File: src/include/nco_settings.svh
`ifndef NCO_SETTINGS_SVH
`define NCO_SETTINGS_SVH

// NCO
`define NCO_PHASE_W 32 // accumulator width
`define CORDIC_PHASE_W 16 // top phase bits fed to the rotator

// data path
`define SAMPLE_W 16 // adc and output word
`define CORDIC_XY_W 18 // headroom for cordic gain
`define CORDIC_STAGES 16 // shift-add iterations

// sample fifo
`define FIFO_DEPTH 512
`define FIFO_AW 9

`endif

File: src/design/nco_pkg.sv
`include "nco_settings.svh"

package nco_pkg;

	// accumulator value, wraps modulo 2^32
	typedef logic [`NCO_PHASE_W-1:0] phase_t;

	// tuning word, one lsb is f_clk/2^32
	typedef logic [`NCO_PHASE_W-1:0] freq_t;

	// rotation angle, full scale is one turn
	typedef logic [`CORDIC_PHASE_W-1:0] cordic_phase_t;

	// carried from one rotator stage to the next
	typedef struct packed {
		logic signed [`CORDIC_XY_W-1:0] x;
		logic signed [`CORDIC_XY_W-1:0] y;
		cordic_phase_t z; // residual angle
		logic valid;
	} cordic_stage_t;

endpackage

File: src/design/phase_accumulator.sv
`timescale 1ns/10ps

module phase_accumulator (
	input logic ENC_CLK,
	input logic rst,
	input nco_pkg::freq_t freq,
	output nco_pkg::phase_t phase
);

	nco_pkg::phase_t phase_q;

	always_ff @(posedge ENC_CLK) begin
		if (rst) begin
			phase_q <= '0;
		end else begin
			phase_q <= phase_q + freq; // wraps at 2^32
		end
	end

	assign phase = phase_q; // zero right after reset

endmodule

File: config.mk
export PLATFORM = sky130hd
export DESIGN_NAME = phase_accumulator
export DESIGN_NICKNAME = d
export VERILOG_FILES = /design/src/design/nco_pkg.sv /design/src/design/phase_accumulator.sv
export VERILOG_INCLUDE_DIRS = /design/src /design/src/include
export SDC_FILE = /design/constraint.sdc
export NUM_CORES = 1
export LEC_CHECK = 0
export ABC_AREA = 1
export ABC_CLOCK_PERIOD_IN_PS = 1900
export BUFFER_PORTS_ARGS = -buffer_cell sky130_fd_sc_hd__buf_4
export CORE_MARGIN = 2
export CORE_UTILIZATION = 56
export DETAILED_ROUTE_END_ITERATION = 8
export PLACE_DENSITY = 0.81
export SETUP_SLACK_MARGIN = 0.4
export SLEW_MARGIN = 0
export SYNTH_ARGS = -nofsm -noshare
export SYNTH_HDL_FRONTEND = slang
export SYNTH_SLANG_ARGS = --single-unit
File: constraint.sdc
create_clock -name ENC_CLK -period 1.9 [get_ports ENC_CLK]
set_input_delay 0.285 -clock ENC_CLK [delete_from_list [all_inputs] [get_ports ENC_CLK]]
set_output_delay 0.285 -clock ENC_CLK [all_outputs]
set_load 0.01 [all_outputs]
* Word-level counts from Yosys, hierarchy flattened
Index checks and enable logic that the tools add are counted.
** Word-level totals
- Input bits :: 34
- Output and inout bits :: 32
- Memories kept :: 0
- Register bits after elaboration :: 32
- Word-level logic and storage cells :: 2
- RAM bits :: 0
- Latch bits :: 0
- ROM bits :: 0
** Cells by class
- Reductions and logical operators :: 0
- Shift operators :: 0
- $lt $le $gt $ge :: 0
- Bitwise logic cells :: 0
- Add/sub/neg operators :: 1
- Div/mod/pow operators :: 0
- Muxes and demuxes :: 0
- Equal/unequal tests :: 0
- Multiply operators :: 0
** Operators with widths (count)
- $add A32 B32 Y32 :: 1

* Longest topological paths before layout
Gate-level depths: netlist (run 1).
- Depth in word-level cells :: 1
- Depth in mapped cells :: 13

* Worst setup path after synthesis (run 1)
OpenSTA, ideal clock, no wires.
- Path kind :: register to register
- Start :: reg phase_q[0] (netlist: phase[0])
- End :: reg phase_q[28] (netlist: phase[28])
- Period minus slack after synthesis :: 1723 ps
- Path slack :: 177 ps
- Stages on the path, launching flop included :: 11
- Arrival time :: 1608 ps
- Required time :: 1785 ps
- Path buffers :: 0
- Cell sequence :: dfxtp_1 ha_1 fa_1 nand3_1 nand3_1 nand3_1 nand3_1 nand2_1 nand3_1 nand2_1 nor2_1
** On the way
- Cells in the longest elaborated chain, start to end :: 1
** Ends and longest elaborated chain
- start, declared :: RTL line phase_accumulator.sv:10 : nco_pkg::phase_t phase_q;
- start signal, assigned :: RTL line phase_accumulator.sv:16 : phase_q <= phase_q + freq;
- $add A32 B32 Y32 :: RTL line phase_accumulator.sv:16
Every way passes these cells.
A chain may end at the register's enable or synchronous reset.

* Worst setup path in the final report (run 1)
- Start :: reg phase_q[0] (netlist: phase[0])
- End :: reg phase_q[12] (netlist: phase[12])
Same word-level chain as after synthesis.

==> results of run 1 <==
## routing by layer
layer	share of wire, %	up-vias
met3	12	128
met4	7.5	0
met1	35	2034
met2	46	429
met5	0	-
li1	-	1942
## where the power goes
group | switching, W | total (W) | internal (W)
clock network | 0.000298 | 0.000622 | 0.000324
logic | 0.00332 | 0.00552 | 0.00220
registers | 0.000286 | 0.00126 | 0.000978
total | 0.00391 | 0.00741 | 0.00350
## cells by family (layout without fill, tap and decap cells)
logic type                 count (synthesis)  in the layout  synth area share [%]
AOI/OAI and AO/OA                         59             59                  9.82
xor gates and xnor gates                   2              2                 0.537
adders and majority gates                 32             32                  12.5
buffers and inverters                    116            211                  13.7
DFF                                       32             32                  19.6
and+or+nand+nor                          332            332                  43.9
## layout by cell type (no fill, tap or decap), types with 2 or more instances in the layout
cell | Yosys | final
nor2_2 | 7 | 12
ha_1 | 31 | 3
dfxtp_2 | 0 | 25
nand3_2 | 5 | 12
nand3_1 | 25 | 13
nor2_1 | 57 | 45
inv_2 | 16 | 22
o21bai_1 | 4 | 4
clkbuf_8 | 0 | 7
buf_4 | 0 | 88
a21oi_1 | 39 | 25
nand2_8 | 0 | 3
ha_4 | 0 | 28
o21a_1 | 2 | 2
nand2_4 | 0 | 27
nor3_4 | 0 | 3
o21ai_0 | 10 | 5
and2_1 | 3 | 3
nand3_4 | 0 | 5
nand2_1 | 204 | 151
nor3_2 | 5 | 3
buf_6 | 1 | 3
a21oi_2 | 2 | 12
inv_1 | 95 | 87
o21ai_1 | 1 | 4
nand2_2 | 20 | 43
nor2_4 | 0 | 7
xnor2_1 | 2 | 2
dfxtp_1 | 32 | 7
a21oi_4 | 0 | 4
inv_4 | 0 | 2
nand4_1 | 4 | 4
## worst max-delay path by stage
stage | to | slack [ps] | startpoint | cells after the start
finish | phase[12]$_SDFF_PP0_ | 110 | phase[0]$_SDFF_PP0_ | 9
global route | phase[10]$_SDFF_PP0_ | 5 | phase[4]$_SDFF_PP0_ | 9
CTS | phase[20]$_SDFF_PP0_ | 240 | phase[0]$_SDFF_PP0_ | 11
detailed placement | phase[25]$_SDFF_PP0_ | 2 | freq[3] | 12
global placement | phase[25]$_SDFF_PP0_ | 20 | freq[3] | 12
floorplan | phase[16]$_SDFF_PP0_ | 300 | phase[0]$_SDFF_PP0_ | 10
## worst max-delay path: stages, from the launching register on
cell     delay [ps]
dfxtp_2         330
ha_4            160
fa_2            420
nand3_2         110
nand3_4         120
nand3_4         100
nand3_4         110
buf_4           170
buf_6           100
a21oi_2         110
## stage by stage
stage	worst slack (ps)	utilization, %
after CTS	243	82.9
after detailed placement	2.44	73.6
after global placement	18.1	73.6
final	107	91.6
after global routing	5.05	91.6
after floorplan	296	-
## final cells by class
cell class | instances | area (µm²) | share of cell area (%)
Tap cell | 72 | 90.1 | 1.76
Timing Repair Buffer | 91 | 694 | 13.6
Multi-Input combinational cell | 425 | 3120 | 61.2
Inverter | 113 | 430 | 8.43
Clock buffer | 7 | 96.3 | 1.89
Sequential cell | 32 | 672 | 13.2
## what timing repair did
item	in CTS	in global routing
setup buffers	11	12
gates resized for setup	86	105
pin swaps	29	38
cloned	0	0
setup endpoints to repair	24	26
==> reports/metrics.cfg, run 1 <==
[outcome]
outcome = complete, but fails checks
violations = DRC

[global_routing]
grt_overflow = 0
grt_pass1_vias = 3879
met1_usage_pct = 43.0
use_met3_pct = 6.52
grt_util_met2_pct = 60.5
grt.busiest_layer = met2
grt_pass1_wl_um = 17600
grt_util_all_layers_pct = 35.1
antenna_found_initial = 0
grt_max_degree = 12

[floorplan]
die_area_um2 = 6450
ios = 66
core_area_um2 = 5570
die_x_um = 80.3
die-height_um = 80.3
placementRows = 27
start_util_pct = 58.5

[worst_setup_path]
required_ps = 2130
reg2reg_depth = 9
r2r_slack_ps = 110
cp-start-kind = register
crit_arrival_ps = 2020
r2r_start = phase[0]$_SDFF_PP0_
crit_type = register to register
end_kind = register
rr_endpoint = phase[12]$_SDFF_PP0_
critPathMaxFanout = 4

[logic_synthesis]
yosysWarnings = 0
synth_top_area_share_pct = 23.5
synth_cell_type_count = 27
yosysSeqAreaShare_pct = 19.6
syn_inst = 573
synth_area_um2 = 3260
synth_edf_count = 0
avgSynthCellArea_um2 = 5.69
yosys.area.top_type = nand2_1
async_flop_share_pct = 0
synth.top_cells.by_area = nand2_1, dfxtp_1, ha_1
synth_commonest_cells = nand2_1, inv_1, nor2_1, a21oi_1, dfxtp_1
ys_seq_elements = 32
syn-num-nets = 639
synth.most_common_cell = nand2_1
yosys_most_used_dff = dfxtp_1

[pwr]
power_leakage_nw = 2.70
irDropWorstVdd_uv = 900
power_w = 0.00741
p_per_area_nw_per_um2 = 1450

[timing]
finalHoldViolCount = 0
worst_pin_slew_ps = 523
skew_ps = 19.9
rsz0062_at_grt = true
finalSetupViolCount = 0
finalCritPeriodShare_pct = 94.4
drv_slew = 0
holdWs_ps = 239
relSlewSlack_pct = 64.9
fin_setup_tns_ps = 0
fmax_mhz = 558
finalCriticalPeriod_ps = 1790

[cts]
cts_sinks = 32
cts_made_buffers = 5
cts_hold_buf = 0
clkLatencyLatePin_ps = 300
cts_root_buf = clkbuf_8
clockBufferDepth = 2
clkTransAtPathRegs_ps = 80
htree_levels = 2
cts_tree = done

[final_layout]
fill_cells = 232
largest_reg_flops = 32
antennaDiodeCount = 0
finalNonFillerCells = 740
area_growth_pct = 56.5
drive_gt1_share_pct = 46.6
postLayoutCellArea_um2 = 5110
nNetsFinal = 734

[routing]
drt_wl_total_um = 14500
ant_nets = 0
drc = 2
wl_per_cell_um = 19.6
drt_iter0_drc = 601
first_pass_iters = 9
route.vias.total = 4533
vias_per_cell = 6.13

[placement]
gp_congestion = 0.958
placed_cell_area_um2 = 4110
io_buffer_count = 65
dp.cells = 710
dp_hpwl_um = 7720

[hold_path]
hold_class = input port to register
whs_endpoint = phase[2]$_SDFF_PP0_
hold_start = rst
hold_depth = 2

[flow_run]
drv_cap = 0

(Power assumes the default switching activity.)
==> inputs of run 2 (changes only) <==
--- a/config.mk
+++ b/config.mk
@@ -10,9 +10,8 @@
 export ABC_CLOCK_PERIOD_IN_PS = 1900
 export BUFFER_PORTS_ARGS = -buffer_cell sky130_fd_sc_hd__buf_4
 export CORE_MARGIN = 2
-export CORE_UTILIZATION = 56
+export CORE_UTILIZATION = 30
 export DETAILED_ROUTE_END_ITERATION = 8
-export PLACE_DENSITY = 0.81
 export SETUP_SLACK_MARGIN = 0.4
 export SLEW_MARGIN = 0
 export SYNTH_ARGS = -nofsm -noshare
==> reports/metrics.cfg, run 2 (synthesis results as in run 1) <==
[worst_setup_path]
rr_endpoint = phase[21]$_SDFF_PP0_
r2r_slack_ps = 200  ; +90 ps
critPathMaxFanout = 4  ; unchanged
end_kind = register
crit_arrival_ps = 1900  ; -120 ps
required_ps = 2090  ; -40 ps
r2r_start = phase[10]$_SDFF_PP0_
reg2reg_depth = 13  ; +4
cp-start-kind = register
crit_type = register to register

[routing]
drc = 0  ; -2
wl_per_cell_um = 13.3  ; -32%
drt_wl_total_um = 10700  ; -26%
ant_nets = 0  ; unchanged
vias_per_cell = 4.68  ; -24%
route.vias.total = 3785  ; -17%
drt_iter0_drc = 127  ; -79%
first_pass_iters = 4  ; -5

[timing]
finalCriticalPeriod_ps = 1700  ; -91.3 ps
drv_slew = 0  ; unchanged
rsz0062_at_grt = true
holdWs_ps = 208  ; -31.2 ps
relSlewSlack_pct = 83.7  ; +19 points
skew_ps = 5.18  ; -14.7 ps
finalCritPeriodShare_pct = 89.6  ; -4.8 points
finalHoldViolCount = 0  ; unchanged
setup_ws_ps = 198  ; +91.3 ps
finalSetupViolCount = 0  ; unchanged
worst_pin_slew_ps = 245  ; -279 ps
fmax_mhz = 588  ; +5.4%

[floorplan]
start_util_pct = 30.4  ; -28 points
die_x_um = 108  ; +35%
placementRows = 38  ; +41%
die_area_um2 = 11700  ; +82%
die-height_um = 108  ; +35%
ios = 66  ; unchanged
core_area_um2 = 10700  ; +93%

[cts]
cts_root_buf = clkbuf_8
cts_hold_buf = 0  ; unchanged
clkLatencyLatePin_ps = 290  ; about the same
cts_tree = done
cts_made_buffers = 5  ; unchanged
cts_sinks = 32  ; unchanged
htree_levels = 2  ; unchanged
clkTransAtPathRegs_ps = 80  ; about the same
clockBufferDepth = 2  ; unchanged

[outcome]
outcome = complete, no violations

[global_routing]
grt_pass1_wl_um = 16900  ; -3.7%
grt_max_degree = 15  ; +3
grt_overflow = 0  ; unchanged
antenna_found_initial = 0  ; unchanged
grt_util_all_layers_pct = 18.2  ; -17 points
grt_pass1_vias = 3732  ; -3.8%

[placement]
io_buffer_count = 65  ; unchanged
gp_congestion = 0.864  ; -9.9%
place_ws_ps = -65.1  ; -67.5 ps
dp_hpwl_um = 7990  ; +3.6%
dp.cells = 780  ; +9.9%

[pwr]
power_w = 0.00705  ; -4.9%
irDropWorstVdd_uv = 458  ; -49%
power_leakage_nw = 2.70  ; -0.13%
p_per_area_nw_per_um2 = 1360  ; -6.5%

[final_layout]
finalNonFillerCells = 808  ; +9.2%
largest_reg_flops = 32  ; unchanged
final_util_pct = 48.4  ; -43 points
drive_gt1_share_pct = 46.7  ; +0.15 points
antennaDiodeCount = 0  ; unchanged
area_growth_pct = 59.2
final_common_cell = nand2_1
nNetsFinal = 733  ; -0.14%
mostFrequentLayoutCells = nand2_1, inv_1, buf_4

[hold_path]
hold_class = input port to register
hold_start = rst
whs_endpoint = phase[0]$_SDFF_PP0_
hold_depth = 2  ; unchanged

[flow_run]
drv_cap = 0  ; unchanged

run 2: cell types whose count changed in the layout (fill, tap and decap cells not counted), moves of 6 or more:
cell,previous run,this run
nand2_2,43,53
nand2_4,27,17
buf_4,88,80
a21oi_2,12,18
buf_6,3,9
nand3_1,13,7
run 2: how the worst max path moves through the flow:
stage	start	to	slack [ps]
final	phase[10]$_SDFF_PP0_	phase[21]$_SDFF_PP0_	200
after global routing	phase[22]$_SDFF_PP0_	phase[26]$_SDFF_PP0_	120
after CTS	phase[0]$_SDFF_PP0_	phase[28]$_SDFF_PP0_	240
after detailed placement	freq[0]	phase[28]$_SDFF_PP0_	-70
after global placement	freq[0]	phase[28]$_SDFF_PP0_	-60
after floorplan	phase[0]$_SDFF_PP0_	phase[16]$_SDFF_PP0_	300
run 2: metrics by stage:
stage	instance area [µm²]	setup TNS [ps]
2_1_floorplan	3530	0
3_3_place_gp	4210	-66.8
3_5_place_dp	4210	-80.1
4_1_cts	4870	0
5_1_grt	5200	0
6_report	5200	0
run 2: timing repair:
action	4_1_cts	5_1_grt
endpoints found under the setup margin	24	26
buffers inserted	13	7
gates resized for setup	111	78
pin swaps	57	41
run 2: area by class of cell:
class / instances / area, µm²
clock buffers: 7 / 96.3
clock inverters: 1 / 30.0
fillers: 1080 / 5550
inverters: 113 / 444
multi-input cells: 425 / 3060
flip-flops and latches: 32 / 666
well taps: 140 / 175
repair buffers: 90 / 722
run 2: routing by layer:
layer	share of wire, %	GRT usage, %	up-vias
li1	-	-	1943
met1	44	23.4	1737
met2	49	31.5	95
met3	5.7	2.71	10
met4	1.3	5.59	0
met5	0	0	-
run 2: critical path, stage by stage (launching register included):
cell and delay (ps):
dfxtp_2 340, ha_4 310, buf_12 120, nand2_8 70, inv_8 80, nand2_8 60
nor3_4 120, nand2_2 80, nand2_4 130, nand2_4 80, nand2_2 80, nand2_2 50
inv_2 40, nor2_1 30
run 2: report_power, final:
group          internal (W)  leakage [nW]  total, W  switching (W)
clock              0.000464        0.0645  0.000768       0.000304
sequential         0.000966         0.272   0.00121       0.000243
combinational       0.00219          2.36   0.00507        0.00288
total               0.00362          2.70   0.00705        0.00342
==> inputs of run 3 (changes only) <==
--- a/config.mk
+++ b/config.mk
@@ -11,8 +11,10 @@
 export BUFFER_PORTS_ARGS = -buffer_cell sky130_fd_sc_hd__buf_4
 export CORE_MARGIN = 2
 export CORE_UTILIZATION = 30
+export CTS_BUF_LIST = sky130_fd_sc_hd__clkbuf_8 sky130_fd_sc_hd__clkbuf_16
 export DETAILED_ROUTE_END_ITERATION = 8
-export SETUP_SLACK_MARGIN = 0.4
+export SETUP_SLACK_MARGIN = 0.1
+export SKIP_LAST_GASP = 1
 export SLEW_MARGIN = 0
 export SYNTH_ARGS = -nofsm -noshare
 export SYNTH_HDL_FRONTEND = slang
==> reports/metrics.cfg, run 3 (synthesis results as in run 1) <==
[outcome]
outcome = complete, no violations

[routing]
ant_nets = 0  ; unchanged
wl_per_cell_um = 12.0  ; -9.2%
drc = 0  ; unchanged
drt_wl_total_um = 9670  ; -9.7%
drt_iter0_drc = 116  ; -8.7%
first_pass_iters = 5  ; +1
route.vias.total = 3619  ; -4.4%
vias_per_cell = 4.50  ; -3.9%

[cts]
cts_root_buf = clkbuf_8
cts_sinks = 32  ; unchanged
htree_levels = 2  ; unchanged
clockBufferDepth = 2  ; unchanged
clkTransAtPathRegs_ps = 80  ; about the same
cts_made_buffers = 5  ; unchanged
cts_tree = done
clkLatencyLatePin_ps = 290  ; about the same

[floorplan]
placementRows = 38  ; unchanged
start_util_pct = 30.4  ; unchanged
die-height_um = 108  ; unchanged
ios = 66  ; unchanged
core_area_um2 = 10700  ; unchanged
die_x_um = 108  ; unchanged
die_area_um2 = 11700  ; unchanged

[timing]
drv_slew = 0  ; unchanged
fmax_mhz = 579  ; -1.5%
finalSetupViolCount = 0  ; unchanged
finalHoldViolCount = 0  ; unchanged
finalCritPeriodShare_pct = 91.0  ; +1.4 points
rsz0062_at_grt = true
skew_ps = 7.09  ; +1.91 ps
finalCriticalPeriod_ps = 1730  ; +26.7 ps
worst_pin_slew_ps = 255  ; +10.5 ps
relSlewSlack_pct = 82.9  ; -0.82 points

[placement]
gp_congestion = 0.882  ; +2.1%
placed_cell_area_um2 = 4060  ; -3.5%
io_buffer_count = 65  ; unchanged
dp_hpwl_um = 7930  ; -0.86%

[worst_setup_path]
required_ps = 2090  ; about the same
critPathLaunch = phase[0]$_SDFF_PP0_
rr_endpoint = phase[10]$_SDFF_PP0_
r2r_start = phase[0]$_SDFF_PP0_
reg2reg_depth = 8  ; -5
r2r_slack_ps = 170  ; -30 ps
end_kind = register
crit_type = register to register
critPathMaxFanout = 3  ; -1
crit_arrival_ps = 1920  ; +20 ps
cp-start-kind = register

[final_layout]
final_util_pct = 42.0  ; -6.3 points
drive_gt1_share_pct = 31.8  ; -15 points
postLayoutCellArea_um2 = 4520  ; -13%
antennaDiodeCount = 0  ; unchanged
final_common_cell = nand2_1
mostFrequentLayoutCells = nand2_1, inv_1, buf_4
multi_input_area_um2 = 2530  ; -17%
area_growth_pct = 38.5
fill_cells = 1166  ; +8.0%
largest_reg_flops = 32  ; unchanged
nNetsFinal = 730  ; -0.41%
ff_latch_area_um2 = 643  ; -3.4%

[pwr]
irDropWorstVdd_uv = 441  ; -3.7%
power.clock.fraction_pct = 9.2  ; -1.7 points
p_seq_share_pct = 19.4  ; +2.2 points
power_leakage_nw = 2.49  ; -7.9%
p_switching_w = 0.00294  ; -14%
combPwrFrac_pct = 71.4  ; -0.5 points
p_int_w = 0.00293  ; -19%
p_per_area_nw_per_um2 = 1300  ; -4.2%
p_sw_share_pct = 50.1  ; +1.5 points

[global_routing]
grt_pass1_wl_um = 15900  ; -5.9%
grt_max_degree = 23  ; +8
grt_util_all_layers_pct = 17.2  ; -1.0 points
grt_overflow = 0  ; unchanged
antenna_found_initial = 0  ; unchanged
grt_pass1_vias = 3482  ; -6.7%

[hold_path]
hold_depth = 2  ; unchanged
hold_start = rst
whs_endpoint = phase[0]$_SDFF_PP0_
hold_class = input port to register

[flow_run]
drv_cap = 0  ; unchanged

## run 3: changes by cell type in the layout (fill, tap and decap cells not counted), moves of 7 or more
cell	before	now
nand2_1	152	190
nand2_2	53	31
dfxtp_1	12	30
dfxtp_2	20	2
nand2_4	17	3
a21oi_1	22	35
ha_4	26	13
a21oi_2	18	6
nand3_1	7	18
buf_6	9	1
ha_2	0	8
nand3_2	16	9
## run 3: timing repair
| action | CTS | global route |
|---|---|---|
| hold buffers | 0 | 0 |
| endpoints found under the setup margin | 8 | 19 |
| resized for setup | 3 | 72 |
| buffers inserted | 0 | 3 |
| pin swaps | 0 | 11 |
## run 3: layout make-up
class	instances	share of cell area, %
inverter	113	9.39
tap	140	3.88
multi-input combinational	425	56.0
clock buffer	5	1.52
clock inverter	2	0.194
sequential	32	14.2
timing repair buffer	87	14.8
## run 3: per-layer routing
| metal | GRT usage (%) | routed length (µm) |
|---|---|---|
| met4 | 3.85 | 131 |
| met3 | 2.59 | 437 |
| met2 | 29.5 | 4500 |
| met5 | 0 | 0 |
| met1 | 22.8 | 4610 |
## run 3: power groups by stage
stage	Clock (W)	Sequential (W)	Combinational, W
finish	0.000541	0.00114	0.00419
global route	0.000594	0.00118	0.00472
CTS	0.000559	0.00110	0.00377
detailed placement	0	0.00111	0.00375
global placement	0	0.00110	0.00371
floorplan	0	0.00120	0.00236
## run 3: worst max path at each step
stage	end	slack [ps]	cells past startpoint
floorplan	phase[28]$_SDFF_PP0_	180	10
global placement	phase[20]$_SDFF_PP0_	-30	12
detailed placement	phase[20]$_SDFF_PP0_	-60	11
CTS	phase[21]$_SDFF_PP0_	110	13
global route	phase[26]$_SDFF_PP0_	40	9
finish	phase[10]$_SDFF_PP0_	170	8
## run 3: per-stage QoR
| stage | TNS (ps) | std cells | total power (W) | hold WS (ps) | setup WS, ps |
|---|---|---|---|---|---|
| 5_1_grt | 0 | 804 | 0.00649 | 202 | 41.9 |
| 3_5_place_dp | -145 | 794 | 0.00486 | 519 | -60.5 |
| 2_1_floorplan | 0 | 573 | 0.00356 | 356 | 177 |
| 3_3_place_gp | -46.4 | 794 | 0.00481 | 519 | -31.4 |
| 6_report | 0 | 804 | 0.00587 | 197 | 172 |
| 4_1_cts | 0 | 801 | 0.00543 | 202 | 111 |
## run 3: worst max-delay path: stages (launching register included)
cell     delay [ps]
dfxtp_2         340
ha_4            160
fa_2            410
buf_6           140
nand3_1          90
nand3_2         120
buf_4           160
o21ai_0         130
a21oi_1          60
